## src/maze_pkg.sv

```systemverilog
package maze_pkg;

    // Canvas geometry in pixels
    localparam int CANVAS_W     = 160;
    localparam int CANVAS_H     = 120;
    localparam int CANVAS_WORDS = CANVAS_W * CANVAS_H;  // 19200 words
    localparam int ADDR_W       = 15;
    localparam int COLOR_W      = 12;                   // 4 bits per channel

    // Maze geometry in tiles
    localparam int MAZE_COLS = 29;
    localparam int MAZE_ROWS = 13;
    localparam int TILE_PX   = 5;   // Tile edge

    typedef logic [COLOR_W-1:0] color_t;
    typedef logic [ADDR_W-1:0]  canvas_addr_t;
    typedef logic [4:0]         tile_x_t;   // 0..28
    typedef logic [3:0]         tile_y_t;   // 0..12

    localparam color_t WALL_COLOR   = 12'h00F;
    localparam color_t FLOOR_COLOR  = 12'h000;
    localparam color_t PLAYER_COLOR = 12'hFA8;

    localparam int PLAYER_START_X = 1;
    localparam int PLAYER_START_Y = 1;
    localparam int NUM_GHOSTS     = 3;

    typedef struct packed {
        tile_x_t x;   // Upper 5 bits
        tile_y_t y;   // Lower 4 bits
    } tile_pos_t;

    // Same coding as the keypad direction word
    typedef enum logic [2:0] {
        DIR_NONE  = 3'd0,
        DIR_UP    = 3'd1,
        DIR_LEFT  = 3'd2,
        DIR_DOWN  = 3'd3,
        DIR_RIGHT = 3'd4
    } dir_t;

    // Border ring plus a pillar on every even/even tile
    function automatic logic is_wall(tile_pos_t pos);
        logic border;
        logic pillar;
        border = (pos.x == '0) || (pos.x == tile_x_t'(MAZE_COLS - 1)) ||
                 (pos.y == '0) || (pos.y == tile_y_t'(MAZE_ROWS - 1));
        pillar = !pos.x[0] && !pos.y[0];
        return border || pillar;
    endfunction

endpackage

```

## src/canvas_write_if.sv

```systemverilog
`timescale 1ns/1ps

// One stage handshake plus its canvas write port
interface canvas_write_if import maze_pkg::*; ();

    logic         start;      // Pulse from the sequencer
    logic         finished;   // Pulse from the stage after its last write
    logic         wren;       // High only while the stage is busy
    canvas_addr_t addr;       // Scanout reuses this as read address
    color_t       data;

    modport stage (
        input  start,
        output finished,
        output wren,
        output addr,
        output data
    );

    modport sequencer (
        output start,
        input  finished,
        input  wren,
        input  addr,
        input  data
    );

endinterface

```

## src/frame_sequencer.sv

```systemverilog
`timescale 1ns/1ps

module frame_sequencer import maze_pkg::*; (
    input  logic               clock,
    input  logic               resetn,
    input  logic               frame_start,
    output logic               frame_done,
    canvas_write_if.sequencer  motion,
    canvas_write_if.sequencer  maze,
    canvas_write_if.sequencer  player,
    canvas_write_if.sequencer  scan,
    output logic               fb_wren,
    output canvas_addr_t       fb_waddr,
    output color_t             fb_wdata,
    output canvas_addr_t       fb_raddr
);

    typedef enum logic [2:0] {
        S_IDLE,
        S_MOTION,
        S_MAZE,
        S_PLAYER,
        S_SCAN
    } state_t;

    state_t state;

    // Each start is pulsed on entry to its state
    always_ff @(posedge clock) begin
        if (!resetn) begin
            state        <= S_IDLE;
            motion.start <= 1'b0;
            maze.start   <= 1'b0;
            player.start <= 1'b0;
            scan.start   <= 1'b0;
            frame_done   <= 1'b0;
        end else begin
            motion.start <= 1'b0;
            maze.start   <= 1'b0;
            player.start <= 1'b0;
            scan.start   <= 1'b0;
            frame_done   <= 1'b0;
            case (state)
                S_IDLE: if (frame_start) begin   // Only sampled here
                    state        <= S_MOTION;
                    motion.start <= 1'b1;
                end
                S_MOTION: if (motion.finished) begin
                    state      <= S_MAZE;
                    maze.start <= 1'b1;
                end
                S_MAZE: if (maze.finished) begin
                    state        <= S_PLAYER;
                    player.start <= 1'b1;
                end
                S_PLAYER: if (player.finished) begin
                    state      <= S_SCAN;
                    scan.start <= 1'b1;
                end
                S_SCAN: if (scan.finished) begin
                    state      <= S_IDLE;
                    frame_done <= 1'b1;
                end
                default: state <= S_IDLE;
            endcase
        end
    end

    // Write port follows the current stage
    always_comb begin
        case (state)
            S_MOTION: {fb_wren, fb_waddr, fb_wdata} = {motion.wren, motion.addr, motion.data};
            S_MAZE:   {fb_wren, fb_waddr, fb_wdata} = {maze.wren, maze.addr, maze.data};
            S_PLAYER: {fb_wren, fb_waddr, fb_wdata} = {player.wren, player.addr, player.data};
            S_SCAN:   {fb_wren, fb_waddr, fb_wdata} = {scan.wren, scan.addr, scan.data};
            default:  {fb_wren, fb_waddr, fb_wdata} = '0;
        endcase
    end

    assign fb_raddr = scan.addr;   // Only scanout reads

endmodule

```

## src/flat_wrapper.sv

```systemverilog
// flat-port wrapper written by rule: the top's interface ports become plain ports
module frame_sequencer_flat import maze_pkg::*;
  (clock, resetn, frame_start, frame_done, fb_wren, fb_waddr, fb_wdata, fb_raddr, motion_start, motion_finished, motion_wren, motion_addr, motion_data, maze_start, maze_finished, maze_wren, maze_addr, maze_data, player_start, player_finished, player_wren, player_addr, player_data, scan_start, scan_finished, scan_wren, scan_addr, scan_data);
  canvas_write_if motion_i ();
  canvas_write_if maze_i ();
  canvas_write_if player_i ();
  canvas_write_if scan_i ();
  input  logic clock;
  input  logic resetn;
  input  logic frame_start;
  output logic frame_done;
  output logic fb_wren;
  output canvas_addr_t fb_waddr;
  output color_t fb_wdata;
  output canvas_addr_t fb_raddr;
  output wire logic [$bits(motion_i.start)-1:0] motion_start;
  input wire logic [$bits(motion_i.finished)-1:0] motion_finished;
  input wire logic [$bits(motion_i.wren)-1:0] motion_wren;
  input wire logic [$bits(motion_i.addr)-1:0] motion_addr;
  input wire logic [$bits(motion_i.data)-1:0] motion_data;
  output wire logic [$bits(maze_i.start)-1:0] maze_start;
  input wire logic [$bits(maze_i.finished)-1:0] maze_finished;
  input wire logic [$bits(maze_i.wren)-1:0] maze_wren;
  input wire logic [$bits(maze_i.addr)-1:0] maze_addr;
  input wire logic [$bits(maze_i.data)-1:0] maze_data;
  output wire logic [$bits(player_i.start)-1:0] player_start;
  input wire logic [$bits(player_i.finished)-1:0] player_finished;
  input wire logic [$bits(player_i.wren)-1:0] player_wren;
  input wire logic [$bits(player_i.addr)-1:0] player_addr;
  input wire logic [$bits(player_i.data)-1:0] player_data;
  output wire logic [$bits(scan_i.start)-1:0] scan_start;
  input wire logic [$bits(scan_i.finished)-1:0] scan_finished;
  input wire logic [$bits(scan_i.wren)-1:0] scan_wren;
  input wire logic [$bits(scan_i.addr)-1:0] scan_addr;
  input wire logic [$bits(scan_i.data)-1:0] scan_data;
  assign motion_start = motion_i.start;
  assign motion_i.finished = motion_finished;
  assign motion_i.wren = motion_wren;
  assign motion_i.addr = motion_addr;
  assign motion_i.data = motion_data;
  assign maze_start = maze_i.start;
  assign maze_i.finished = maze_finished;
  assign maze_i.wren = maze_wren;
  assign maze_i.addr = maze_addr;
  assign maze_i.data = maze_data;
  assign player_start = player_i.start;
  assign player_i.finished = player_finished;
  assign player_i.wren = player_wren;
  assign player_i.addr = player_addr;
  assign player_i.data = player_data;
  assign scan_start = scan_i.start;
  assign scan_i.finished = scan_finished;
  assign scan_i.wren = scan_wren;
  assign scan_i.addr = scan_addr;
  assign scan_i.data = scan_data;
  frame_sequencer u_core (.clock(clock), .resetn(resetn), .frame_start(frame_start), .frame_done(frame_done), .motion(motion_i), .maze(maze_i), .player(player_i), .scan(scan_i), .fb_wren(fb_wren), .fb_waddr(fb_waddr), .fb_wdata(fb_wdata), .fb_raddr(fb_raddr));
endmodule
```

## config.mk

```make
export PLATFORM = sky130hd
export DESIGN_NAME = frame_sequencer_flat
export DESIGN_NICKNAME = d
export VERILOG_FILES = /design/src/maze_pkg.sv /design/src/canvas_write_if.sv /design/src/frame_sequencer.sv /design/src/flat_wrapper.sv
export SDC_FILE = /design/constraint.sdc
export NUM_CORES = 1
export LEC_CHECK = 0
export ABC_AREA = 1
export BUFFER_PORTS_ARGS = -buffer_cell sky130_fd_sc_hd__buf_4
export CORE_ASPECT_RATIO = 1.25
export CORE_MARGIN = 2
export CORE_UTILIZATION = 32
export CTS_BUF_LIST = sky130_fd_sc_hd__clkbuf_4 sky130_fd_sc_hd__clkbuf_8 sky130_fd_sc_hd__clkbuf_16
export DETAILED_ROUTE_END_ITERATION = 6
export PLACE_DENSITY_LB_ADDON = 0.3
export REMOVE_ABC_BUFFERS = 1
export SLEW_MARGIN = 10
export SYNTH_ARGS = -nofsm -noshare
export SYNTH_HDL_FRONTEND = slang
export SYNTH_SLANG_ARGS = --single-unit
```

## constraint.sdc

```tcl
create_clock -name clock -period 1.5 [get_ports clock]
set_input_delay 0 -clock clock [delete_from_list [all_inputs] [get_ports clock]]
set_output_delay 0 -clock clock [all_outputs]
set_load 0.02 [all_outputs]
```

---- Word level (Yosys, flattened, before mapping) ----
Cells that the tools add are included.
Widths: inputs -> output; s select.
storage, ports and cells
  flip-flop bits (word level) ............. 8
  input bits .............................. 119
operators by class
  equal/unequal tests ..................... 9
  mux-type cells .......................... 14
  reduce and logical (&&, ||, !) cells .... 7
operators by type and width
  cell                number
  $pmux 15 s4         1
  $pmux 12 s4         1
  $mux 3              5
  $pmux 3 s5          1
  $ne 2x2->1 const B  5
  $reduce_and 2->1    5
  $eq 3x2->1 const B  2
  $mux 1              5
  $reduce_and 5->1    1
  $pmux 1 s4          1
  $eq 3x1->1 const B  1
  $eq 3x3->1 const B  1
  $logic_not 3->1     1

---- Longest topological paths before layout ----
Gate-level depths: netlist of run 1.
  depth after elaboration ................. 3
  depth in mapped cells ................... 9

---- Worst setup path before layout of run 1 ----
OpenSTA, ideal clock, no wires.
  path kind ............................... reg2out
  from .................................... register u_core.state[1]
  to ...................................... output fb_waddr[10]
  stages on the path, launching flop included .. 6
  path slack .............................. 0.294 ns
  buffers on the path ..................... 2
  data arrival time ....................... 1.206 ns
  path through ............................ dfxtp_1 -> buf_2 -> inv_1 -> nand3_1 -> clkbuf_1 -> o2111ai_1
on the way
  cells in the longest elaborated chain, start to end .. 2
  elaborated cells between the ends (all ways) .. 5
  classes of those cells .................. eq/ne (4); mux (1)
RTL lines
  element                             line                   source
  start, declared                     frame_sequencer.sv:26  state_t state;
  start signal, assigned              frame_sequencer.sv:31  state <= S_IDLE;
  start signal, assigned              frame_sequencer.sv:45  state <= S_MOTION;
  start signal, assigned              frame_sequencer.sv:49  state <= S_MAZE;
  $eq 3x3->1 (tied with other cells)  frame_sequencer.sv:71  case (state)
  $pmux 15 s4 (*)                     frame_sequencer.sv:71
  end, declared                       flat_wrapper.sv:13     output canvas_addr_t fb_waddr;
Mark *: on every way between the ends. The rest lies on a longest branch, timed or not.

---- Worst setup path in the final report of run 1 ----
  from .................................... register u_core.state[2]
  to ...................................... output fb_wdata[4]
on the way
  cells in the longest elaborated chain, start to end .. 2
  elaborated cells between the ends (all ways) .. 5
  classes of those cells .................. eq/ne (4); mux (1)
RTL lines
  element                             line                   source
  $eq 3x3->1 (tied with other cells)  frame_sequencer.sv:71
  $pmux 12 s4 (*)                     frame_sequencer.sv:71
  end, declared                       flat_wrapper.sv:14     output color_t fb_wdata;
Marks and branches as above.

==> impl_metrics.py, run 1 <==
metrics = {
    "status": {
        "run_status": "complete, no violations",
    },
    "cells_and_area": {
        "final_nets": 493,
        "mostFrequentLayoutCell": "buf_4",
        "register_area_sq_um": 166,
        "syn2layout_area_growth_pct": 99.7,
        "multiInputGateArea_sq_um": 791,
        "antennaDiodeCount": 0,
        "post-route-util_pct": 67.4,
        "final.fill_count": 387,
        "final_cell_mix": "buf_4, nand3_1, nand2_1",
        "drive_above_1_share_pct": 51.3,
    },
    "min_path": {
        "hold_depth": 3,
        "hp-class": "input port to register",
    },
    "sta": {
        "hold_viol": 0,
        "worst_pin_slew_ns": 0.201,
        "slew_headroom_pct": 86.6,
        "setup_viol": 0,
        "fmaxAchievable_mhz": 722,
        "min_period_over_period_pct": 92.3,
        "finClkSkew_ns": 0.00254,
        "slew_viol_final": 0,
        "holdWs_ns": 0.0153,
        "finalWorstPathRequiredPeriod_ns": 1.38,
        "rsz0062_at_grt": "false",
        "fin_ws_ns": 0.115,
    },
    "synth": {
        "synthAdderAreaFrac_pct": 0,
        "syn_inst": 222,
        "syn_area_sq_um": 1290,
        "synth_cell_types": 18,
        "synthMuxAreaShare_pct": 0,
        "avgSynthCellArea_sq_um": 5.80,
        "ys_ff_latch": 8,
        "synth_top_family_by_area": "simple AND/OR/NAND/NOR gates",
        "synth_seq_area_share_pct": 12.4,
        "synth-simple-area-share_pct": 40.2,
        "synth_compound_area_share_pct": 20.0,
        "synth_xor_area_share_pct": 0,
        "yosysWarnings": 0,
    },
    "worst_setup_path": {
        "worst_path_largest_cell_delay_ns": 0.43,
        "worstRegToRegCells": 7,
        "critPathLaunchType": "register",
        "crit_path_max_fanout": 20,
        "cp_data_arrival_time_ns": 1.38,
        "path_depth": 5,
        "crit_family": "buffers and inverters",
        "endpoint_kind": "output pin",
        "cp.required_ns": 1.50,
        "crit_path_top_delay_cell": "dfxtp_2",
        "criticalPathCategory": "register to output pin",
        "path_cells": "inv_2 -> nand3_1 -> buf_6 -> o2111ai_1 -> buf_4",
        "cp_num_buf_inv": 3,
    },
    "clock_tree": {
        "postCtsHoldBufs": 0,
        "cts-htree-levels": 1,
        "post_cts_buffers": 0,
        "cts.sinks": 8,
        "clkTransAtPathRegs_ns": 0.04,
        "cts_made_buffers": 3,
        "worst_skew_pair.late_latency_ns": 0.23,
        "cts_tree": "done",
        "cts.path.max_buffers": 2,
        "cts_root_buf": "clkbuf_8",
    },
    "drt": {
        "drtIter0Drc": 97,
        "vias": 2165,
        "vias_per_cell": 5.08,
        "drtAntennaViolNets": 0,
        "firstDrtPassIters": 7,
        "wl_per_cell_um": 14.1,
        "drc": 0,
        "wl_mm": 6.00,
    },
    "run": {
        "drv_cap": 0,
    },
    "die": {
        "pin_count": 167,
        "placement_rows": 25,
        "die_h_um": 74.9,
        "die_w_um": 60.7,
        "core_sq_um": 3820,
        "start_util_pct": 33.7,
        "die_area_sq_um": 4550,
    },
    "placement": {
        "port_buffers": 166,
        "gp_congestion": 0.890,
        "post-place-ws_ns": 0.231,
        "dpl.hpwl_mm": 4.88,
    },
    "global_route": {
        "track_usage_pct": 24.4,
        "grt-ovfl-total": 0,
        "grt_start_max_net_pins": 21,
        "grt_pass1_wl_mm": 8.58,
        "grt_pass1_vias": 2061,
        "antenna_found_initial": 0,
    },
    "pwr": {
        "power_density_nw_per_um2": 1490,
        "finalPower_mw": 3.83,
        "vdd_drop_max_mv": 0.880,
        "p_leak_nw": 1.36,
    },
}
[worst reg2reg max path: stages, from the launching register on]
cell,delay (ns)
dfxtp_2,0.43
buf_4,0.21
nand3b_1,0.12
nand2_1,0.14
nor2_1,0.07
nand2_1,0.06
nand2_1,0.04
nor2_1,0.08
[repair_timing]
item,in CTS,in global routing
endpoints found under the setup margin,13,27
pin swaps,0,0
resized for setup,1,8
[sequential cells by signal, summed over array words and instances, names as in the netlist]
| signal | flops |
|---|---|
| u_core.frame_done | 1 |
| u_core.maze.start | 1 |
| u_core.motion.start | 1 |
| u_core.player.start | 1 |
| u_core.scan.start | 1 |
| u_core.state | 3 |
[routing by layer]
| metal | track usage [%] | routed length, um | up-vias |
|---|---|---|---|
| met5 | 0 | 0 | - |
| met1 | 24.0 | 2010 | 964 |
| met4 | 8.21 | 112 | 0 |
| met2 | 48.6 | 3240 | 129 |
| li1 | - | - | 1056 |
| met3 | 5.33 | 632 | 16 |
[synth_stat cells]
| library cell | n | area, sq um |
|---|---|---|
| nand3_1 | 62 | 310 |
| nand2_1 | 37 | 139 |
| inv_1 | 34 | 128 |
| o2111ai_1 | 28 | 245 |
| buf_4 | 18 | 135 |
| buf_2 | 11 | 55.1 |
| nor2_1 | 9 | 33.8 |
| dfxtp_1 | 8 | 160 |
| clkbuf_1 | 4 | 15.0 |
| nor3_1 | 3 | 15.0 |
| a21oi_1 | 1 | 5.00 |
| buf_6 | 1 | 11.3 |
| clkinv_1 | 1 | 3.75 |
| inv_2 | 1 | 3.75 |
| nand3b_1 | 1 | 7.51 |
| nand4_1 | 1 | 6.26 |
| nor2_2 | 1 | 6.26 |
| o21bai_1 | 1 | 7.51 |
[through the flow]
stage | area, sq um | std cells | setup TNS (ns)
2_1_floorplan | 1070 | 188 | -24.78
3_3_place_gp | 2500 | 423 | 0
3_5_place_dp | 2500 | 423 | 0
4_1_cts | 2540 | 426 | 0
5_1_grt | 2570 | 426 | 0
6_report | 2570 | 426 | 0
[cell type report]
type | instances | area share (%)
flip-flops and latches | 8 | 6.47
well taps | 54 | 2.63
inverters | 36 | 5.26
multi-input cells | 144 | 30.8
repair buffers | 181 | 53.3
clock buffers | 3 | 1.61
[cell families after synthesis]
family | after synthesis
and+or+nand+nor | 114
buffers and inverters | 70
DFF | 8
AOI/OAI and AO/OA | 30
[final timing paths]
check / from / endpoint / slack [ns]
worst max-delay path: u_core.state[2] / fb_wdata[4] / 0.12
worst min-delay path: resetn / u_core.state[1] / 0.02
worst max register to register: u_core.state[2] / u_core.state[1] / 0.29
worst min register to register: u_core.state[0] / u_core.player.start / 0.61
[report_power, final]
part | internal (mW) | switching [mW] | leakage [nW]
combinational | 1.38 | 1.87 | 1.27
sequential | 0.271 | 0.0567 | 0.0667
clock | 0.174 | 0.0847 | 0.0216
total | 1.82 | 2.01 | 1.36
Note: power is estimated with default switching activity, not from simulation.
==> inputs of run 2 (changes only) <==
==> constraint.sdc (replaced) <==
create_clock -name clock -period 1.5 [get_ports clock]
set_input_delay 0.15 -clock clock [delete_from_list [all_inputs] [get_ports clock]]
set_output_delay 0.15 -clock clock [all_outputs]
set_load 0.02 [all_outputs]
==> run 2 against run 1 <==
  * The run now ends with setup timing left
  * First-iteration DRC count increased by 23%
  * Global-route usage increased by 2.3 points
  * Critical path depth unchanged
  * Critical endpoint is now fb_waddr[10]
  * Largest cell class unchanged
==> impl_metrics.py, run 2 (synthesis gave the netlist of run 1 again) <==
metrics = {
    "worst_setup_path": {
        "crit_path_top_delay_cell": "dfxtp_4",
        "cp_data_arrival_time_ns": 1.35,
        "crit_path_max_fanout": 17,
        "crit_family": "buffers and inverters",
        "critPathLaunchType": "register",
        "cp.required_ns": 1.35,
        "endpoint_kind": "output pin",
        "worst_path_largest_cell_delay_ns": 0.36,
        "cp_num_buf_inv": 2,
        "criticalPathCategory": "register to output pin",
        "path_cells": "nor2_2 -> buf_6 -> nand3_1 -> o2111ai_2 -> buf_4",
    },
    "drt": {
        "vias_per_cell": 5.14,
        "wl_per_cell_um": 15.3,
        "drtAntennaViolNets": 0,
        "vias": 2203,
        "wl_mm": 6.58,
        "drtIter0Drc": 119,
        "drc": 0,
        "firstDrtPassIters": 4,
    },
    "placement": {
        "dpl.hpwl_mm": 4.82,
        "gp_congestion": 0.902,
        "port_buffers": 166,
    },
    "global_route": {
        "grt_use_met3_pct": 4.12,
        "track_usage_pct": 26.7,
        "antenna_found_initial": 0,
        "busiest_layer": "met2",
        "grt_pass1_wl_mm": 9.37,
        "met2_usage_pct": 50.3,
        "grtUsageMet1_pct": 29.9,
        "grt_pass1_vias": 2100,
        "grt-ovfl-total": 0,
        "grt_start_max_net_pins": 24,
    },
    "clock_tree": {
        "cts.path.max_buffers": 2,
        "cts_made_buffers": 3,
        "cts.sinks": 8,
        "cts_root_buf": "clkbuf_8",
        "worst_skew_pair.late_latency_ns": 0.23,
        "cts-htree-levels": 1,
        "cts_tree": "done",
        "clkTransAtPathRegs_ns": 0.04,
    },
    "die": {
        "start_util_pct": 33.7,
        "core_sq_um": 3820,
        "placement_rows": 25,
        "die_h_um": 74.9,
        "die_area_sq_um": 4550,
        "pin_count": 167,
        "die_w_um": 60.7,
    },
    "min_path": {
        "hp-class": "input port to register",
    },
    "pwr": {
        "p_leak_nw": 1.51,
        "finalPower_mw": 4.50,
        "vdd_drop_max_mv": 1.34,
        "power_density_nw_per_um2": 1570,
    },
    "sta": {
        "fin_ws_ns": -0.00470,
        "fmaxAchievable_mhz": 665,
        "slew_viol_final": 0,
        "slew_headroom_pct": 86.7,
        "finClkSkew_ns": 0.000489,
        "setup_viol": 1,
        "holdWs_ns": 0.156,
        "worst_pin_slew_ns": 0.199,
        "min_period_over_period_pct": 100,
        "rsz0062_at_grt": "true",
        "finalWorstPathRequiredPeriod_ns": 1.50,
        "hold_viol": 0,
    },
    "cells_and_area": {
        "antennaDiodeCount": 0,
        "final.fill_count": 324,
        "regMostFlops": "u_core.state",
        "final_nets": 496,
        "syn2layout_area_growth_pct": 122,
        "drive_above_1_share_pct": 60.3,
        "largest_reg_flops": 3,
        "final_cell_mix": "buf_4, nand3_1, inv_1",
        "mostFrequentLayoutCell": "buf_4",
    },
    "run": {
        "drv_cap": 0,
    },
    "status": {
        "run_status": "finished, violations left",
        "violations": "setup timing",
    },
}
run 2: area by class of cell:
| class | instances | area [sq um] | share of cell area (%) |
|---|---|---|---|
| repair buffers | 184 | 1480 | 51.9 |
| multi-input cells | 144 | 962 | 33.7 |
| well taps | 54 | 67.6 | 2.36 |
| inverters | 36 | 135 | 4.73 |
| clock buffers | 3 | 41.3 | 1.44 |
| flip-flops and latches | 8 | 169 | 5.91 |
run 2: path summary, 6_finish.rpt:
kind              startpoint                  end  slack [ns]  cells past startpoint
min                   resetn      u_core.state[0]        0.16                      3
max          u_core.state[1]         fb_waddr[10]      -0.005                      5
max reg2reg  u_core.state[0]      u_core.state[1]        0.14                     10
min reg2reg  u_core.state[2]  u_core.motion.start        0.65                      3
run 2: worst reg2reg max path: stages (launching register included):
cell	delay, ns
dfxtp_4	0.40
nand2_4	0.06
nor2_4	0.15
buf_6	0.18
buf_4	0.13
nand2_1	0.06
nand3_2	0.08
nor2_1	0.06
nand2_1	0.05
nand2_1	0.04
nor2_1	0.09
run 2: power breakdown:
| group | internal [mW] | total, mW | switching [mW] |
|---|---|---|---|
| combinational | 1.80 | 3.88 | 2.08 |
| clock | 0.175 | 0.269 | 0.0940 |
| sequential | 0.277 | 0.354 | 0.0777 |
run 2: through the flow:
| step | util, % | setup slack (ns) | cell area (sq um) | std cells | setup TNS, ns |
|---|---|---|---|---|---|
| after CTS | 68.9 | -0.00512 | 2630 | 428 | -0.0226 |
| after global routing | 74.9 | -0.0702 | 2860 | 429 | -1.06 |
| final | 74.9 | -0.00470 | 2860 | 429 | -0.00470 |
| after global placement | 65.4 | 0.115 | 2490 | 422 | 0 |
| after floorplan | - | -0.901 | 1070 | 188 | -28.98 |
| after detailed placement | 65.4 | 0.0657 | 2490 | 422 | 0 |
run 2: what timing repair did:
action,CTS,global route
buffers inserted,2,1
cloned,1,0
gates resized for setup,21,49
setup endpoints to repair,28,29
pin swaps,5,4
hold buffers,0,0
run 2: layer usage:
metal	part of all wire (%)	routed length, um
met4	2.4	158
met2	54	3550
met1	35	2310
met5	0	0
met3	8.6	564
==> inputs of run 3 (changes only) <==
==> constraint.sdc (replaced) <==
create_clock -name clock -period 1.5 [get_ports clock]
set_input_delay 0.075 -clock clock [delete_from_list [all_inputs] [get_ports clock]]
set_output_delay 0.075 -clock clock [all_outputs]
set_load 0.02 [all_outputs]
==> run 3 against run 2 <==
  * The flow still finishes with violations (setup timing)
  * Die area is the same
  * Sequential share of layout area grew 0.24 points
  * Clock-buffer cell count is the same
  * Maximum frequency shrank 0.70%
  * First-iteration DRC count grew 20%
  * Register-to-register slack gained 0.04 ns
  * Non-clock buffer count shrank 1
  * Core utilization shrank 2.9 points
  * Clock skew grew 0.0043 ns
  * Final area shrank 3.9%
  * Final cell count shrank 0.23%
  * Power shrank 5.8%
==> impl_metrics.py, run 3 (synthesis gave the netlist of run 1 again) <==
metrics = {
    "status": {
        "run_status": "finished, violations left",
        "violations": "setup timing",
    },
    "clock_tree": {
        "cts_made_buffers": 3,
        "cts_root_buf": "clkbuf_8",
        "worst_skew_pair.late_latency_ns": 0.23,
        "cts.path.max_buffers": 2,
        "clkTransAtPathRegs_ns": 0.04,
        "cts-htree-levels": 1,
        "cts_tree": "done",
        "postCtsHoldBufs": 0,
        "cts.sinks": 8,
    },
    "placement": {
        "port_buffers": 166,
        "dpl.hpwl_mm": 4.82,
        "gp_congestion": 0.898,
    },
    "cells_and_area": {
        "mostFrequentLayoutCell": "buf_4",
        "final.fill_count": 366,
        "final_nets": 495,
        "multiInputGateArea_sq_um": 912,
        "drive_above_1_share_pct": 56.7,
        "register_area_sq_um": 169,
        "final_cell_mix": "buf_4, nand3_1, nand2_1",
        "largest_reg_flops": 3,
        "antennaDiodeCount": 0,
        "syn2layout_area_growth_pct": 113,
        "regMostFlops": "u_core.state",
    },
    "pwr": {
        "power_frac_clock_pct": 6.3,
        "p_sw_mw": 2.19,
        "p_seq_share_pct": 8.3,
        "p_int_mw": 2.05,
        "vdd_drop_max_mv": 1.01,
        "p_leak_nw": 1.46,
        "sw_frac_of_total_pct": 51.7,
        "pwr-share-comb_pct": 85.4,
        "power_density_nw_per_um2": 1540,
    },
    "sta": {
        "worst_pin_slew_ns": 0.218,
        "fmaxAchievable_mhz": 660,
        "holdWs_ns": 0.0858,
        "finClkSkew_ns": 0.00474,
        "finalWorstPathRequiredPeriod_ns": 1.52,
        "setup_viol": 1,
        "slew_headroom_pct": 85.4,
        "fin_ws_ns": -0.0154,
        "min_period_over_period_pct": 101,
        "slew_viol_final": 0,
        "hold_viol": 0,
        "tns_ns": -0.0154,
        "rsz0062_at_grt": "true",
    },
    "drt": {
        "wl_per_cell_um": 15.5,
        "drtAntennaViolNets": 0,
        "drtIter0Drc": 143,
        "vias_per_cell": 5.25,
        "firstDrtPassIters": 4,
        "drc": 0,
        "wl_mm": 6.63,
        "vias": 2247,
    },
    "global_route": {
        "track_usage_pct": 25.1,
        "grt_start_max_net_pins": 19,
        "grt_pass1_vias": 2054,
        "grt-ovfl-total": 0,
        "grt_pass1_wl_mm": 8.87,
        "antenna_found_initial": 0,
    },
    "worst_setup_path": {
        "crit_family": "buffers and inverters",
        "cp.required_ns": 1.42,
        "path_cells": "inv_1 -> nand3_4 -> buf_4 -> o2111ai_1 -> buf_4",
        "crit_path_max_fanout": 7,
        "cp_data_arrival_time_ns": 1.44,
        "crit_path_top_delay_cell": "dfxtp_4",
        "worst_path_largest_cell_delay_ns": 0.36,
        "cp_num_buf_inv": 3,
        "criticalPathCategory": "register to output pin",
        "crit_top_cell": "buf_4",
        "endpoint_kind": "output pin",
        "critPathLaunchType": "register",
    },
    "die": {
        "core_sq_um": 3820,
        "die_h_um": 74.9,
        "placement_rows": 25,
        "die_w_um": 60.7,
        "die_area_sq_um": 4550,
        "pin_count": 167,
        "start_util_pct": 33.7,
    },
    "run": {
        "drv_cap": 0,
    },
    "min_path": {
        "hp-class": "input port to register",
    },
}
-- run 3: cell count changes in the layout (fill, tap and decap cells not counted), moves of 2 or more --
cell	previous run	this run
buf_4	160	170
buf_6	22	13
nand2_1	27	36
nand2_2	8	0
o2111ai_1	9	11
o2111ai_2	19	17
-- run 3: worst register-to-register path, delay by kind of cell, from the launching register on --
kind | cells | cell delay [ns]
buffers and inverters | 1 | 0.16
flip-flops | 1 | 0.40
AND/OR/NAND/NOR | 7 | 0.66
-- run 3: power by group through the flow --
stage                     registers, mW  clock network [mW]  logic [mW]
after floorplan                   0.401                   0        1.53
after global placement            0.311                   0        3.19
after detailed placement          0.312                   0        3.20
after CTS                         0.315               0.270        3.23
after global routing              0.359               0.277        3.87
final                             0.351               0.267        3.63
-- run 3: cell type report --
cell class                      count  share of cell area (%)
Tap cell                           54                    2.46
Inverter                           36                    4.92
Clock buffer                        3                    1.50
Multi-Input combinational cell    144                    33.2
Sequential cell                     8                    6.15
Timing Repair Buffer              183                    51.8
-- run 3: worst paths after layout --
path / start / end / slack [ns] / depth (start not counted)
max reg2reg: u_core.state[0] / u_core.state[1] / 0.18 / 8
max: u_core.state[1] / fb_waddr[11] / -0.02 / 5
min: resetn / u_core.state[1] / 0.09 / 3
min reg2reg: u_core.state[2] / u_core.motion.start / 0.64 / 3
-- run 3: stage by stage --
stage	worst slack, ns	util, %	power, mW	area (sq um)	std cells
floorplan	-0.901	-	1.93	1070	188
global placement	0.193	65.6	3.50	2500	423
detailed placement	0.161	65.6	3.51	2500	423
CTS	0.00509	66.9	3.81	2550	426
global route	-0.0558	72.0	4.51	2750	428
finish	-0.0154	72.0	4.24	2750	428
-- run 3: layer usage --
metal	vias to the layer above	GRT usage, %	wire length, um
met5	-	0	0
met4	0	9.66	185
met3	22	3.09	567
met2	126	47.6	3540
met1	1040	27.8	2340
li1	1059	-	-
-- run 3: what timing repair did --
| action | CTS | global route |
|---|---|---|
| gates cloned | 0 | 2 |
| endpoints found under the setup margin | 23 | 28 |
| resized for setup | 4 | 40 |
| pin swaps | 0 | 1 |
| buffers inserted | 0 | 0 |
| hold endpoints to repair | 0 | 0 |
