$ cat config.mk
export PLATFORM = sky130hd
export DESIGN_NAME = player_painter_flat
export DESIGN_NICKNAME = d
export VERILOG_FILES = /design/src/maze_pkg.sv /design/src/canvas_write_if.sv /design/src/player_painter.sv /design/src/flat_wrapper.sv
export SDC_FILE = /design/constraint.sdc
export NUM_CORES = 1
export LEC_CHECK = 0
export ABC_AREA = 1
export BUFFER_PORTS_ARGS = -buffer_cell sky130_fd_sc_hd__buf_2
export CORE_ASPECT_RATIO = 1.4
export CORE_MARGIN = 2
export CORE_UTILIZATION = 26
export DETAILED_ROUTE_END_ITERATION = 12
export SETUP_SLACK_MARGIN = 0.15
export SLEW_MARGIN = 20
export SYNTH_ARGS = -nofsm -noshare
export SYNTH_HDL_FRONTEND = slang
export SYNTH_SLANG_ARGS = --single-unit
export TNS_END_PERCENT = 1
$ cat constraint.sdc
create_clock -name clock -period 7.5 [get_ports clock]
set_clock_uncertainty 0.05 [all_clocks]
set_input_delay 0.75 -clock clock [delete_from_list [all_inputs] [get_ports clock]]
set_output_delay 0.75 -clock clock [all_outputs]
set_load 0.02 [all_outputs]
$ cat src/maze_pkg.sv
package maze_pkg;

    // Canvas geometry in pixels
    localparam int CANVAS_W     = 160;
    localparam int CANVAS_H     = 120;
    localparam int CANVAS_WORDS = CANVAS_W * CANVAS_H;  // 19200 words
    localparam int ADDR_W       = 15;
    localparam int COLOR_W      = 12;                   // 4 bits per channel

    // Maze geometry in tiles
    localparam int MAZE_COLS = 29;
    localparam int MAZE_ROWS = 13;
    localparam int TILE_PX   = 5;   // Tile edge

    typedef logic [COLOR_W-1:0] color_t;
    typedef logic [ADDR_W-1:0]  canvas_addr_t;
    typedef logic [4:0]         tile_x_t;   // 0..28
    typedef logic [3:0]         tile_y_t;   // 0..12

    localparam color_t WALL_COLOR   = 12'h00F;
    localparam color_t FLOOR_COLOR  = 12'h000;
    localparam color_t PLAYER_COLOR = 12'hFA8;

    localparam int PLAYER_START_X = 1;
    localparam int PLAYER_START_Y = 1;
    localparam int NUM_GHOSTS     = 3;

    typedef struct packed {
        tile_x_t x;   // Upper 5 bits
        tile_y_t y;   // Lower 4 bits
    } tile_pos_t;

    // Same coding as the keypad direction word
    typedef enum logic [2:0] {
        DIR_NONE  = 3'd0,
        DIR_UP    = 3'd1,
        DIR_LEFT  = 3'd2,
        DIR_DOWN  = 3'd3,
        DIR_RIGHT = 3'd4
    } dir_t;

    // Border ring plus a pillar on every even/even tile
    function automatic logic is_wall(tile_pos_t pos);
        logic border;
        logic pillar;
        border = (pos.x == '0) || (pos.x == tile_x_t'(MAZE_COLS - 1)) ||
                 (pos.y == '0) || (pos.y == tile_y_t'(MAZE_ROWS - 1));
        pillar = !pos.x[0] && !pos.y[0];
        return border || pillar;
    endfunction

endpackage

$ cat src/canvas_write_if.sv
`timescale 1ns/1ps

// One stage handshake plus its canvas write port
interface canvas_write_if import maze_pkg::*; ();

    logic         start;      // Pulse from the sequencer
    logic         finished;   // Pulse from the stage after its last write
    logic         wren;       // High only while the stage is busy
    canvas_addr_t addr;       // Scanout reuses this as read address
    color_t       data;

    modport stage (
        input  start,
        output finished,
        output wren,
        output addr,
        output data
    );

    modport sequencer (
        output start,
        input  finished,
        input  wren,
        input  addr,
        input  data
    );

endinterface

$ cat src/player_painter.sv
`timescale 1ns/1ps

module player_painter import maze_pkg::*; (
    input  logic          clock,
    input  logic          resetn,
    canvas_write_if.stage ctrl,
    input  tile_pos_t     player_pos
);

    logic       busy;
    logic [7:0] org_x;    // Pixel origin of the player tile
    logic [6:0] org_y;
    logic [2:0] px;       // Offset inside the square
    logic [2:0] py;
    logic       px_end;
    logic       py_end;
    logic [7:0] pix_x;
    logic [6:0] pix_y;

    assign px_end = (px == 3'(TILE_PX - 1));
    assign py_end = (py == 3'(TILE_PX - 1));
    assign pix_x  = org_x + 8'(px);
    assign pix_y  = org_y + 7'(py);

    // Solid square, raster order
    assign ctrl.wren = busy;
    assign ctrl.addr = canvas_addr_t'(pix_y * CANVAS_W + pix_x);
    assign ctrl.data = PLAYER_COLOR;

    // Origin latched at start
    always_ff @(posedge clock) begin
        if (ctrl.start) begin
            org_x <= 8'(player_pos.x * TILE_PX);
            org_y <= 7'(player_pos.y * TILE_PX);
        end
    end

    always_ff @(posedge clock) begin
        if (!resetn) begin
            busy          <= 1'b0;
            ctrl.finished <= 1'b0;
            px            <= '0;
            py            <= '0;
        end else begin
            ctrl.finished <= 1'b0;
            if (ctrl.start) begin
                busy <= 1'b1;
            end else if (busy) begin
                px <= px_end ? 3'd0 : px + 3'd1;
                if (px_end) begin
                    py <= py_end ? 3'd0 : py + 3'd1;
                    if (py_end) begin
                        busy          <= 1'b0;   // 25th write done
                        ctrl.finished <= 1'b1;
                    end
                end
            end
        end
    end

endmodule

$ cat src/flat_wrapper.sv
// flat-port wrapper written by rule: the top's interface ports become plain ports
module player_painter_flat import maze_pkg::*;
  (clock, resetn, player_pos, ctrl_start, ctrl_finished, ctrl_wren, ctrl_addr, ctrl_data);
  canvas_write_if ctrl_i ();
  input  logic clock;
  input  logic resetn;
  input  tile_pos_t player_pos;
  input wire logic [$bits(ctrl_i.start)-1:0] ctrl_start;
  output wire logic [$bits(ctrl_i.finished)-1:0] ctrl_finished;
  output wire logic [$bits(ctrl_i.wren)-1:0] ctrl_wren;
  output wire logic [$bits(ctrl_i.addr)-1:0] ctrl_addr;
  output wire logic [$bits(ctrl_i.data)-1:0] ctrl_data;
  assign ctrl_i.start = ctrl_start;
  assign ctrl_finished = ctrl_i.finished;
  assign ctrl_wren = ctrl_i.wren;
  assign ctrl_addr = ctrl_i.addr;
  assign ctrl_data = ctrl_i.data;
  player_painter u_core (.clock(clock), .resetn(resetn), .ctrl(ctrl_i), .player_pos(player_pos));
endmodule
# Word level (Yosys, flattened, before mapping)
# Index checks and enable logic that the tools add are counted.
# op_classes
n_bitwise	4
n_eq_ne	2
multipliers	3
muxes	7
reduce_logical	3
n_addsub	5
# ops
cell	count
15-bit by 8-bit adder with 15-bit output	1
7-bit by 3-bit multiplier with 10-bit output, second input constant	1
8-bit by 3-bit adder with 8-bit output	1
5-bit by 3-bit multiplier with 8-bit output, second input constant	1
7-bit by 3-bit adder with 7-bit output	1
4-bit by 3-bit multiplier with 7-bit output, second input constant	1
3-bit by 1-bit adder with 3-bit output, second input constant	2
3-bit equality test, second input constant	2
3-bit two-way mux	2
1-bit two-way mux	5
1-bit inverter	4
4-bit OR reduction	1
3-bit AND reduction	1
2-bit AND reduction	1
# word_totals
register_bits	23
input_bits	12
wordCells	30

# Longest topological paths before layout
# Gate-level depths: netlist of run 1.
# logic_depth
depth_word	5
ltp_mapped	21

# Worst setup path after synthesis of run 1
# Ideal clock, no wire load.
# synth_path
kind	register to output
start	register u_core.py[0]
end	output port ctrl_addr[12]
n_path_buf	0
stages_incl_launch_ff	18
arrival_time_ns	2.943
setup_slack_ns	3.757
path_cell_list	dfxtp_1 > ha_1 > inv_1 > fa_1 > inv_1 > nand2_1 > nand2_1 > nand2_1 > xor2_1 > inv_1 > ha_1 > inv_1 > fa_1 > xnor2_1 > inv_2 > nor2_4 > a21oi_1 > nor2_1
# synth_via
elab_chain_cells	3
# synth_rtl
element	line_no	source
start: declaration	player_painter.sv:14	logic [2:0] py;
start signal: assignment	player_painter.sv:51	py <= py_end ? 3'd0 : py + 3'd1;
7-bit by 3-bit adder with 7-bit output	player_painter.sv:23	assign pix_y = org_y + 7'(py);
7-bit by 3-bit multiplier with 10-bit output	player_painter.sv:27	assign ctrl.addr = canvas_addr_t'(pix_y * CANVAS_W + pix_x);
15-bit by 8-bit adder with 15-bit output	player_painter.sv:27	
end: declaration	flat_wrapper.sv:11	output wire logic [$bits(ctrl_i.addr)-1:0] ctrl_addr;
# No other way between the ends.

# Final worst setup path of run 1
# layout_path
start	register u_core.py[0]
end	output port ctrl_addr[13]
# The elaborated chain is that of the path after synthesis.

==> PnR_summary.wiki, run 1 <==
{| class="wikitable"
! Metric !! Value
|-
| Congestion Overflow GR || 0
|-
| Clock edge transition at the registers on the reported setup and hold paths || 0.08 ns
|-
| Number of warnings reported in the yosys synthesis log || 0
|-
| Iter 0 DRT Violations || 7
|-
| Async SR Flop Fraction || 0
|-
| Worst setup path startpoint || u_core.py[0]$_SDFFE_PN0P_
|-
| Endpoint kind of the worst setup timing path || output pin
|-
| Maximum buffer depth of the clock tree || 2
|-
| Gate Count Post-Synth || 261
|-
| Setup repair after global routing missed its margin || false
|-
| Power per cell area || 191.1 mW/mm^2
|-
| Avg Synthesized Cell Area || 8.111 sq um
|-
| Maximum number of pins on one net before global-route repair || 17
|-
| Setup CP Type || register to output pin
|-
| Critical path fanouts, max || 4
|-
| Wirelength, routed || 3.548 mm
|-
| Worst R2R Path Depth || 7
|-
| Final Worst Setup Slack || 3.245 ns
|-
| DIE WIDTH || 80.26 um
|-
| Die height || 110.8 um
|-
| Final antenna diode count || 0
|-
| Top achievable clock speed || 235.0 MHz
|-
| Number of hold-slack violations in the final timing report || 0
|-
| Placer congestion estimate || 0.7291
|-
| Average wire per cell in the routed design || 9.074 um
|-
| Number of synthesized register bits || 23
|-
| Fraction of final layout cells with drive strength greater than 1 || 0.1546
|-
| TritonCTS clock tree || done
|-
| Post-CTS Hold Buffers || 0
|-
| Final ANT Viol Nets || 0
|-
| Top cells by instance count after synthesis || 63 x sky130_fd_sc_hd__nand2_1, 41 x sky130_fd_sc_hd__inv_1, 32 x sky130_fd_sc_hd__ha_1
|-
| Reg-to-Reg End || u_core.py[0]$_SDFFE_PN0P_
|-
| Clk Tree Root Cell || sky130_fd_sc_hd__clkbuf_8
|-
| Crit share post-route || 0.5673
|-
| Source of the worst register-to-register timing path || u_core.px[1]$_SDFFE_PN0P_
|-
| Capture point of the critical path || ctrl_addr[13]
|-
| Count leader, synth || sky130_fd_sc_hd__nand2_1
|-
| Worst Path Arrival || 3.45 ns
|-
| Vias in the first global route || 1587
|-
| Proportion of synthesized chip area in sequential cells || 0.2884
|-
| Post-Synthesis Cell Area || 0.002117 sq mm
|-
| Global-route usage over all layers || 0.08401
|-
| Floorplan row count || 38
|-
| Synthesis-to-layout area growth || 12.23%
|-
| Biggest area contributors in the synthesized netlist || sky130_fd_sc_hd__edfxtp_1 21%, sky130_fd_sc_hd__ha_1 19%, sky130_fd_sc_hd__nand2_1 11%, sky130_fd_sc_hd__dfxtp_1 7.6%, sky130_fd_sc_hd__inv_1 7.3%
|-
| Final slew viol count || 0
|-
| Biggest area consumer among synthesized cells || sky130_fd_sc_hd__edfxtp_1
|-
| Number of unique standard cell types used by synthesis || 26
|-
| Post-route DRC violation count || 0
|-
| Max H-tree Level || 1
|-
| Number of synthesized flops with an enable pin || 15
|-
| Ratio of routed vias to standard cells || 4.105
|-
| DR vias || 1605
|-
| Final hold slack || 0.4509 ns
|-
| Number of cells upsized or downsized after cts || 0
|-
| Half-perimeter wire length after placement || 3.191 mm
|-
| Leakage power of the design || 1.206 nW
|-
| Class of the worst hold path || register to register
|-
| Die area || 0.008890 sq mm
|-
| Initial cell density of the core || 0.2699
|-
| Fill cells || 857
|-
| Result of the run || complete, no violations
|-
| Initial antenna violation count || 0
|-
| CTS Sinks || 23
|-
| Clk Latency, worst-skew pair || 0.26 ns
|-
| Setup Slack @ Placement || 3.491 ns
|-
| Post-CTS Setup Bufs || 0
|-
| Startpoint Class || register
|-
| Count of endpoints failing setup in the final report || 0
|-
| I/O pins || 41
|-
| Synth Flop Type || sky130_fd_sc_hd__edfxtp_1
|-
| Critical Path RT || 6.70 ns
|-
| First-pass GRT wire length || 6.161 mm
|-
| First-pass iteration count of the detailed router || 4
|-
| Port Buffers || 28
|-
| Nets || 342
|-
| Post-synth top area share || 0.2128
|-
| Tmin final || 4.255 ns
|-
| Max-capacitance violation count || 0
|-
| Max rail drop VDD || 79.20 uV
|-
| Placeable core region || 0.007845 sq mm
|-
| Worst setup slack for register-to-register paths || 6.10 ns
|-
| Aggregate negative setup slack || 0 ns
|-
| Number of buffers added by the clock tree synthesis step || 3
|-
| Final Util || 0.3029
|}
-- final cells by class --
cell class,count,area (sq um),area share
well taps,100,125.1,0.05266
clock inverters,1,5.005,0.002106
repair buffers,28,140.1,0.05898
inverters,44,165.2,0.06951
multi-input cells,192,1289,0.5424
flip-flops and latches,23,610.6,0.2570
clock buffers,3,41.29,0.01738
-- cells in the final DEF (no fill, tap or decap) --
master                      n
sky130_fd_sc_hd__a21boi_0   1
sky130_fd_sc_hd__a21oi_1   10
sky130_fd_sc_hd__a31oi_1    1
sky130_fd_sc_hd__buf_2     28
sky130_fd_sc_hd__clkbuf_8   3
sky130_fd_sc_hd__clkinv_2   1
sky130_fd_sc_hd__conb_1    12
sky130_fd_sc_hd__dfxtp_1    8
sky130_fd_sc_hd__edfxtp_1  15
sky130_fd_sc_hd__fa_1       6
sky130_fd_sc_hd__ha_1      32
sky130_fd_sc_hd__inv_1     41
sky130_fd_sc_hd__inv_2      3
sky130_fd_sc_hd__nand2_1   63
sky130_fd_sc_hd__nand2_2    6
sky130_fd_sc_hd__nand2_4    1
sky130_fd_sc_hd__nand3_1   18
sky130_fd_sc_hd__nand3b_1   2
sky130_fd_sc_hd__nor2_1    12
sky130_fd_sc_hd__nor2_2     1
sky130_fd_sc_hd__nor2_4     2
sky130_fd_sc_hd__nor3_1     1
sky130_fd_sc_hd__o21ai_0    2
sky130_fd_sc_hd__o21ai_1    2
sky130_fd_sc_hd__o22ai_1    1
sky130_fd_sc_hd__or2_1      1
sky130_fd_sc_hd__xnor2_1    7
sky130_fd_sc_hd__xor2_1    11
-- report_power, final --
group	switching [mW]	total (mW)	internal, mW
logic	0.145	0.225	0.0791
registers	0.00683	0.154	0.147
clock network	0.0383	0.0753	0.0370
total	0.191	0.454	0.263
-- per-stage QoR --
stage	instance area [sq um]	instances	total power [mW]
2_1_floorplan	2155	271	0.3323
3_3_place_gp	2330	387	0.3838
4_1_cts	2376	391	0.4618
3_5_place_dp	2330	387	0.3859
6_report	2376	391	0.4540
5_1_grt	2376	391	0.4969
-- worst min-delay path by stage --
stage / from / end / slack (ns) / depth (start not counted)
after floorplan: u_core.px[0]$_SDFFE_PN0P_ / u_core.px[0]$_SDFFE_PN0P_ / 0.42 / 2
after global placement: u_core.ctrl.wren$_SDFF_PN0_ / u_core.ctrl.wren$_SDFF_PN0_ / 0.44 / 2
after detailed placement: u_core.ctrl.wren$_SDFF_PN0_ / u_core.ctrl.wren$_SDFF_PN0_ / 0.44 / 2
after CTS: u_core.ctrl.wren$_SDFF_PN0_ / u_core.ctrl.wren$_SDFF_PN0_ / 0.46 / 2
after global routing: u_core.ctrl.wren$_SDFF_PN0_ / u_core.ctrl.wren$_SDFF_PN0_ / 0.47 / 2
final: u_core.ctrl.wren$_SDFF_PN0_ / u_core.ctrl.wren$_SDFF_PN0_ / 0.45 / 2
-- routing by layer --
| metal | vias up | wire (um) | track usage |
|---|---|---|---|
| li1 | 865 | - | - |
| met1 | 702 | 1364 | 0.08561 |
| met2 | 30 | 1915 | 0.1578 |
| met3 | 8 | 161 | 0.01221 |
| met4 | 0 | 107 | 0.04520 |
| met5 | - | 0 | 0 |
-- critical path, cell delays in order, from the launching register on --
cell,delay [ns]
sky130_fd_sc_hd__dfxtp_1,0.36
sky130_fd_sc_hd__ha_1,0.17
sky130_fd_sc_hd__inv_1,0.05
sky130_fd_sc_hd__fa_1,0.39
sky130_fd_sc_hd__inv_1,0.07
sky130_fd_sc_hd__nand2_1,0.04
sky130_fd_sc_hd__nand2_1,0.11
sky130_fd_sc_hd__nand2_1,0.08
sky130_fd_sc_hd__xor2_1,0.12
sky130_fd_sc_hd__inv_1,0.07
sky130_fd_sc_hd__ha_1,0.29
sky130_fd_sc_hd__inv_1,0.06
sky130_fd_sc_hd__fa_1,0.44
sky130_fd_sc_hd__xnor2_1,0.28
sky130_fd_sc_hd__nand3_1,0.16
sky130_fd_sc_hd__inv_1,0.10
sky130_fd_sc_hd__nand2_1,0.06
sky130_fd_sc_hd__nor2_1,0.09
sky130_fd_sc_hd__nand2_1,0.05
sky130_fd_sc_hd__nand2_1,0.05
sky130_fd_sc_hd__buf_2,0.15
-- registers in the layout, indices dropped and copies added, names as in the netlist --
signal                count
u_core.ctrl.wren          1
u_core.ctrl.finished      1
u_core.px                 3
u_core.org_y              7
u_core.py                 3
u_core.org_x              8
-- cell families (layout without fill, tap and decap cells) --
kind of cell / after synthesis / count (layout) / synth area share
AND/OR/NAND/NOR: 107 / 107 / 0.2246
buffers and inverters: 56 / 76 / 0.1206
adder cells (fa/ha/maj): 38 / 38 / 0.2459
flip-flops: 23 / 23 / 0.2884
XOR/XNOR: 18 / 18 / 0.07447
AO/OA/AOI/OAI: 17 / 17 / 0.04256
other: 2 / 12 / 0.003547
(Power assumes the default switching activity.)
==> inputs of run 2 (changes only) <==
==> constraint.sdc (replaced) <==
create_clock -name clock -period 3.65 [get_ports clock]
set_clock_uncertainty 0.05 [all_clocks]
set_input_delay 0.365 -clock clock [delete_from_list [all_inputs] [get_ports clock]]
set_output_delay 0.365 -clock clock [all_outputs]
set_load 0.02 [all_outputs]
==> run 2 against run 1 <==
Effect of this change:
- combinational power grew 150%
- non-clock buffer count grew 6
- cell count grew 1.5%
- cell area grew 9.7%
- critical path type unchanged
- die area is the same
- utilization grew 3.0 points
==> PnR_summary.wiki, run 2 (synthesis gave the netlist of run 1 again) <==
{| class="wikitable"
! Metric !! Value
|-
| Number of buffers added by the clock tree synthesis step || 3 (unchanged)
|-
| Result of the run || complete, no violations
|-
| Clk Tree Root Cell || sky130_fd_sc_hd__clkbuf_8
|-
| Kind of cell adding the most delay to the critical path || adder cells
|-
| Capture point of the critical path || ctrl_addr[14]
|-
| Worst setup path startpoint || u_core.py[0]$_SDFFE_PN0P_
|-
| Synthesis-to-layout area growth || 23.17%
|-
| TritonCTS clock tree || done
|-
| Internal Dissipation || 0.5998 mW (+130%)
|-
| Initial cell density of the core || 0.2699 (unchanged)
|-
| Initial antenna violation count || 0 (unchanged)
|-
| Congestion Overflow GR || 0 (unchanged)
|-
| Clk Latency, worst-skew pair || 0.26 ns (about the same)
|-
| Cell count along the critical path || 20 (unchanged)
|-
| Number of hold-slack violations in the final timing report || 0 (unchanged)
|-
| Crit share post-route || 0.9833
|-
| Post-route DRC violation count || 0 (unchanged)
|-
| Placeable core region || 0.007845 sq mm (unchanged)
|-
| Fill cells || 851 (-0.70%)
|-
| CTS Sinks || 23 (unchanged)
|-
| Max-capacitance violation count || 0 (unchanged)
|-
| Average wire per cell in the routed design || 10.31 um (+14%)
|-
| Class of the worst hold path || primary input to register
|-
| Tmin final || 3.589 ns
|-
| Top achievable clock speed || 278.6 MHz
|-
| Most common cell on crit path || sky130_fd_sc_hd__inv_2
|-
| Final ANT Viol Nets || 0 (unchanged)
|-
| DIE WIDTH || 80.26 um (unchanged)
|-
| Buf+Inv Stages, Crit Path || 6 (unchanged)
|-
| Max rail drop VDD || 148.2 uV (+87%)
|-
| Max H-tree Level || 1 (unchanged)
|-
| Critical Path RT || 3.23 ns (-3.47 ns)
|-
| Comb power frac || 0.540 (+0.045)
|-
| Endpoint kind of the worst setup timing path || output pin
|-
| Source of the worst register-to-register timing path || u_core.px[1]$_SDFFE_PN0P_
|-
| DR vias || 1660 (+3.4%)
|-
| Largest registers in the final layout || u_core.org_x x8, u_core.org_y x7
|-
| Standard cell with the maximum stage delay on the critical path || sky130_fd_sc_hd__fa_2
|-
| Floorplan row count || 38 (unchanged)
|-
| Wirelength, routed || 4.095 mm (+15%)
|-
| Half-perimeter wire length after placement || 3.327 mm (+4.3%)
|-
| Vias in the first global route || 1749 (+10%)
|-
| Aggregate negative setup slack || 0 ns (unchanged)
|-
| Reg-to-Reg End || u_core.py[0]$_SDFFE_PN0P_
|-
| Final slew viol count || 0 (unchanged)
|-
| Maximum buffer depth of the clock tree || 2 (unchanged)
|-
| Most frequent standard cell in the layout excluding fill and tap cells || sky130_fd_sc_hd__nand2_1
|-
| Die height || 110.8 um (unchanged)
|-
| Die area || 0.008890 sq mm (unchanged)
|-
| Worst Path Arrival || 3.17 ns (-0.28 ns)
|-
| Ratio of routed vias to standard cells || 4.181 (+1.9%)
|-
| Setup CP Type || register to output pin
|-
| Sequential Power Share || 0.311 (-0.029)
|-
| Fraction of power spent switching nets || 0.4175 (-0.002204)
|-
| Global-route usage over all layers || 0.09580 (+0.01179)
|-
| Critical path fanouts, max || 3 (-1)
|-
| Final Util || 0.3324 (+0.02951)
|-
| Delay contributed by the slowest stage of the critical path || 0.40 ns (-0.04 ns)
|-
| Footprint of the multi-input gates || 0.001455 sq mm (+13%)
|-
| Leakage power of the design || 1.270 nW (+5.3%)
|-
| Worst path cell trace || ha_2 -> inv_2 -> fa_2 -> inv_2 -> nand2_2 -> nand2_2 -> nand2_2 -> xor2_2 -> inv_2 -> ha_4 -> inv_2 -> fa_2 -> xnor2_4 -> inv_2 -> nor2_4 -> nand2_2 -> nor2_4 -> nand2_1 -> nand2_1 -> buf_6
|-
| Iter 0 DRT Violations || 11 (+4)
|-
| Maximum number of pins on one net before global-route repair || 17 (unchanged)
|-
| Most flops, register || u_core.org_x
|-
| Nets || 348 (+1.8%)
|-
| Worst setup slack for register-to-register paths || 2.25 ns (-3.85 ns)
|-
| Startpoint Class || register
|-
| Power per cell area || 394.9 mW/mm^2 (+110%)
|-
| Final antenna diode count || 0 (unchanged)
|-
| Setup Slack @ Placement || 0.002006 ns (-3.489 ns)
|-
| Clock edge transition at the registers on the reported setup and hold paths || 0.08 ns (about the same)
|-
| Net load switching power || 0.4299 mW (+130%)
|-
| Worst R2R Path Depth || 7 (unchanged)
|-
| First-pass iteration count of the detailed router || 4 (unchanged)
|-
| Fraction of final layout cells with drive strength greater than 1 || 0.2963 (+0.1417)
|-
| Port Buffers || 28 (unchanged)
|-
| Most frequent cells in the layout || 57 x sky130_fd_sc_hd__nand2_1, 34 x sky130_fd_sc_hd__inv_1, 26 x sky130_fd_sc_hd__ha_1
|-
| Setup repair after global routing missed its margin || true
|-
| Max reg flops || 8 (unchanged)
|-
| First-pass GRT wire length || 6.982 mm (+13%)
|-
| I/O pins || 41 (unchanged)
|-
| Count of endpoints failing setup in the final report || 0 (unchanged)
|-
| Placer congestion estimate || 0.7266 (-0.34%)
|-
| Clock group share of total power || 0.149 (-0.017)
|-
| Storage cell area || 611.8 sq um (+0.20%)
|-
| Final Worst Setup Slack || 0.06095 ns (-3.184 ns)
|-
| Post-CTS Hold Buffers || 0 (unchanged)
|}
run 2: cell types whose count changed in the layout (fill, tap and decap cells not counted), sizes merged:
cell and change:
clkbuf +1, buf +6, clkinv -1
run 2: power groups by stage:
stage / clock network, mW / registers, mW / logic (mW)
after floorplan: 0 / 0.321 / 0.362
after global placement: 0 / 0.322 / 0.467
after detailed placement: 0 / 0.324 / 0.474
after CTS: 0.160 / 0.319 / 0.515
after global routing: 0.172 / 0.323 / 0.627
final: 0.154 / 0.320 / 0.556
run 2: metal layers:
metal	share of wire	global-route usage
met5	0	0
met4	0.030	0.04181
met3	0.030	0.01059
met2	0.56	0.1856
met1	0.38	0.09893
run 2: repair_timing:
item | in CTS | in global routing
endpoints found under the setup margin | 5 | 6
pin swaps | 12 | 16
buffers inserted | 3 | 2
gates resized for setup | 25 | 24
run 2: area by class of cell:
cell class	count	share of cell area
multi-input cells	192	0.5581
flip-flops and latches	23	0.2346
repair buffers	34	0.07869
inverters	44	0.06334
well taps	100	0.04798
clock buffers	4	0.01727
run 2: stage by stage:
stage	power (mW)	hold WS, ns	area (sq um)	instances
CTS	0.9941	0.2464	2505	395
global placement	0.7893	0.4363	2337	388
global route	1.123	0.2413	2608	397
floorplan	0.6828	0.4139	2155	271
detailed placement	0.7977	0.4556	2337	388
finish	1.030	0.2499	2608	397
run 2: worst min-delay path by stage:
| stage | start | endpoint | slack (ns) | depth (start not counted) |
|---|---|---|---|---|
| 2_1_floorplan | player_pos[4] | u_core.org_x[0]$_DFFE_PP_ | 0.41 | 0 |
| 3_3_place_gp | u_core.ctrl.wren$_SDFF_PN0_ | u_core.ctrl.wren$_SDFF_PN0_ | 0.44 | 2 |
| 3_5_place_dp | u_core.ctrl.wren$_SDFF_PN0_ | u_core.ctrl.wren$_SDFF_PN0_ | 0.46 | 2 |
| 4_1_cts | player_pos[5] | u_core.org_x[1]$_DFFE_PP_ | 0.25 | 1 |
| 5_1_grt | player_pos[5] | u_core.org_x[1]$_DFFE_PP_ | 0.24 | 1 |
| 6_report | player_pos[5] | u_core.org_x[1]$_DFFE_PP_ | 0.25 | 1 |
==> inputs of run 3 (changes only) <==
--- a/config.mk
+++ b/config.mk
@@ -11,6 +11,7 @@
 export CORE_MARGIN = 2
 export CORE_UTILIZATION = 26
 export DETAILED_ROUTE_END_ITERATION = 12
+export PLACE_DENSITY_LB_ADDON = 0.05
 export SETUP_SLACK_MARGIN = 0.15
 export SLEW_MARGIN = 20
 export SYNTH_ARGS = -nofsm -noshare
==> run 3 against run 2 <==
Effect of this change:
- global-route usage up 0.90 points
- cell area down 3.3%
- sequential share of layout area up 0.85 points
- largest cell class unchanged
==> PnR_summary.wiki, run 3 (synthesis gave the netlist of run 1 again) <==
{| class="wikitable"
! Metric !! Value
|-
| Maximum number of pins on one net before global-route repair || 17 (unchanged)
|-
| Count of endpoints failing setup in the final report || 0 (unchanged)
|-
| Maximum buffer depth of the clock tree || 2 (unchanged)
|-
| Fin cells || 398 (+0.25%)
|-
| Number of hold-slack violations in the final timing report || 0 (unchanged)
|-
| Critical Path RT || 3.23 ns (about the same)
|-
| Net load switching power || 0.4211 mW (-2.0%)
|-
| Max-capacitance violation count || 0 (unchanged)
|-
| Fraction of power spent switching nets || 0.4245 (+0.006990)
|-
| Final ANT Viol Nets || 0 (unchanged)
|-
| Initial antenna violation count || 0 (unchanged)
|-
| Most flops, register || u_core.org_x
|-
| First-pass GRT wire length || 7.286 mm (+4.4%)
|-
| Reg-to-Reg End || u_core.py[0]$_SDFFE_PN0P_
|-
| Comb power frac || 0.519 (-0.021)
|-
| Clk Latency, worst-skew pair || 0.26 ns (about the same)
|-
| Endpoint kind of the worst setup timing path || output pin
|-
| Crit share post-route || 0.9848 (+0.001458)
|-
| Total placed cells including tap cells || 392 (+1.0%)
|-
| Hold path cells || 1 (unchanged)
|-
| Setup CP Type || register to output pin
|-
| Fill cells || 882 (+3.6%)
|-
| Worst R2R Path Depth || 7 (unchanged)
|-
| Nets || 349 (+0.29%)
|-
| TritonCTS clock tree || done
|-
| Leakage power of the design || 1.264 nW (-0.45%)
|-
| Clk Tree Root Cell || sky130_fd_sc_hd__clkbuf_8
|-
| Most frequent standard cell in the layout excluding fill and tap cells || sky130_fd_sc_hd__nand2_1
|-
| Standard cell with the maximum stage delay on the critical path || sky130_fd_sc_hd__fa_2
|-
| Placeable core region || 0.007845 sq mm (unchanged)
|-
| Critical path fanouts, max || 3 (unchanged)
|-
| DR vias || 1654 (-0.36%)
|-
| Hold endpoint || u_core.org_x[0]$_DFFE_PP_
|-
| Kind of cell adding the most delay to the critical path || adder cells
|-
| Worst setup slack for register-to-register paths || 2.25 ns (about the same)
|-
| Post-route DRC violation count || 0 (unchanged)
|-
| Class of the worst hold path || primary input to register
|-
| Post-CTS Hold Buffers || 0 (unchanged)
|-
| First-pass iteration count of the detailed router || 4 (unchanged)
|-
| Global-route usage over all layers || 0.1048 (+0.008979)
|-
| I/O pins || 41 (unchanged)
|-
| Number of buffers added by the clock tree synthesis step || 3 (unchanged)
|-
| Floorplan row count || 38 (unchanged)
|-
| Iter 0 DRT Violations || 17 (+6)
|-
| Fraction of final layout cells with drive strength greater than 1 || 0.2349 (-0.06140)
|-
| Congestion Overflow GR || 0 (unchanged)
|-
| Die height || 110.8 um (unchanged)
|-
| Final antenna diode count || 0 (unchanged)
|-
| Buf+Inv Stages, Crit Path || 4 (-2)
|-
| Average wire per cell in the routed design || 11.17 um (+8.3%)
|-
| Power per cell area || 393.5 mW/mm^2 (-0.36%)
|-
| Clock edge transition at the registers on the reported setup and hold paths || 0.08 ns (about the same)
|-
| Clock group share of total power || 0.159 (+0.010)
|-
| Die area || 0.008890 sq mm (unchanged)
|-
| Startpoint Class || register
|-
| Tmin final || 3.594 ns (+0.005321 ns)
|-
| Top achievable clock speed || 278.2 MHz (-0.15%)
|-
| Cell count along the critical path || 16 (-20%)
|-
| Vias in the first global route || 1701 (-2.7%)
|-
| CTS Sinks || 23 (unchanged)
|-
| Internal Dissipation || 0.5709 mW (-4.8%)
|-
| DIE WIDTH || 80.26 um (unchanged)
|-
| Most frequent cells in the layout || 61 x sky130_fd_sc_hd__nand2_1, 41 x sky130_fd_sc_hd__inv_1, 29 x sky130_fd_sc_hd__ha_1
|-
| Synthesis-to-layout area growth || 19.09%
|-
| Delay contributed by the slowest stage of the critical path || 0.36 ns (-0.04 ns)
|-
| Sequential Power Share || 0.322 (+0.011)
|-
| Max reg flops || 8 (unchanged)
|-
| Half-perimeter wire length after placement || 3.852 mm (+16%)
|-
| Ratio of routed vias to standard cells || 4.156 (-0.61%)
|-
| Placer congestion estimate || 0.7547 (+3.9%)
|-
| Max H-tree Level || 1 (unchanged)
|-
| Worst min-delay path startpoint || player_pos[4]
|-
| Worst path cell trace || ha_1 -> inv_1 -> fa_2 -> xnor2_1 -> ha_1 -> ha_1 -> inv_1 -> fa_2 -> nand3b_1 -> nand2_1 -> nand2_2 -> nand2_4 -> inv_1 -> a21oi_1 -> nor2_1 -> buf_2
|-
| Result of the run || complete, no violations
|-
| Source of the worst register-to-register timing path || u_core.px[1]$_SDFFE_PN0P_
|-
| Wirelength, routed || 4.446 mm (+8.6%)
|-
| Design Power || 0.9920 mW (-3.7%)
|-
| Largest registers in the final layout || u_core.org_x x8, u_core.org_y x7
|-
| Port Buffers || 28 (unchanged)
|-
| Max rail drop VDD || 190.1 uV (+28%)
|-
| Initial cell density of the core || 0.2699 (unchanged)
|-
| Setup repair after global routing missed its margin || true
|-
| Worst Path Arrival || 3.18 ns (about the same)
|-
| Final slew viol count || 0 (unchanged)
|}
==> run 3: changes by cell type in the layout (fill, tap and decap cells not counted), moves of 2 or more <==
cell                      previous run  this run
sky130_fd_sc_hd__xor2_2              3         1
sky130_fd_sc_hd__ha_2                4         1
sky130_fd_sc_hd__buf_2              23        26
sky130_fd_sc_hd__buf_6               2         0
sky130_fd_sc_hd__nand2_2            11         8
sky130_fd_sc_hd__ha_1               26        29
sky130_fd_sc_hd__nand2_1            57        61
sky130_fd_sc_hd__xor2_1              8        10
sky130_fd_sc_hd__inv_2              10         3
sky130_fd_sc_hd__inv_1              34        41
==> run 3: power by group through the flow <==
| stage | combinational, mW | clock (mW) | sequential [mW] |
|---|---|---|---|
| final | 0.515 | 0.158 | 0.319 |
| after detailed placement | 0.488 | 0 | 0.325 |
| after global routing | 0.578 | 0.176 | 0.323 |
| after global placement | 0.490 | 0 | 0.325 |
| after CTS | 0.521 | 0.170 | 0.320 |
| after floorplan | 0.362 | 0 | 0.321 |
==> run 3: how the worst max path moves through the flow <==
stage | start | slack, ns | endpoint
finish | u_core.py[0]$_SDFFE_PN0P_ | 0.06 | ctrl_addr[12]
global route | u_core.py[0]$_SDFFE_PN0P_ | -0.21 | ctrl_addr[13]
CTS | u_core.org_y[0]$_DFFE_PP_ | 0.02 | ctrl_addr[12]
detailed placement | u_core.py[0]$_SDFFE_PN0P_ | 0.03 | ctrl_addr[13]
global placement | u_core.py[0]$_SDFFE_PN0P_ | 0.12 | ctrl_addr[13]
floorplan | u_core.py[0]$_SDFFE_PN0P_ | 0.29 | ctrl_addr[12]
==> run 3: layout make-up <==
class | count | area [sq um] | area share
Multi-Input combinational cell | 192 | 1375 | 0.5454
Sequential cell | 23 | 613.1 | 0.2432
Timing Repair Buffer | 35 | 197.7 | 0.07841
Inverter | 44 | 165.2 | 0.06551
Tap cell | 100 | 125.1 | 0.04963
Clock buffer | 4 | 45.04 | 0.01787
==> run 3: what timing repair did <==
action | CTS | global route
endpoints found under the setup margin | 6 | 7
setup buffers | 2 | 0
gates resized for setup | 18 | 3
pin swaps | 6 | 1
==> run 3: routing by layer <==
layer / wire length [um] / global-route usage / vias to the layer above
met2: 2744 / 0.2206 / 21
met1: 1543 / 0.09757 / 757
li1: - / - / 872
met4: 60 / 0.03729 / 0
met5: 0 / 0 / -
met3: 98 / 0.008958 / 4
==> run 3: metrics by stage <==
step | TNS [ns] | setup slack, ns | instance area [sq um] | utilization | hold slack [ns]
floorplan | 0 | 0.2918 | 2155 | - | 0.4139
global placement | 0 | 0.1158 | 2367 | 0.3018 | 0.4293
detailed placement | 0 | 0.03105 | 2367 | 0.3018 | 0.4391
CTS | 0 | 0.01632 | 2505 | 0.3193 | 0.2435
global route | -0.6509 | -0.2056 | 2521 | 0.3214 | 0.2443
finish | 0 | 0.05563 | 2521 | 0.3214 | 0.2508
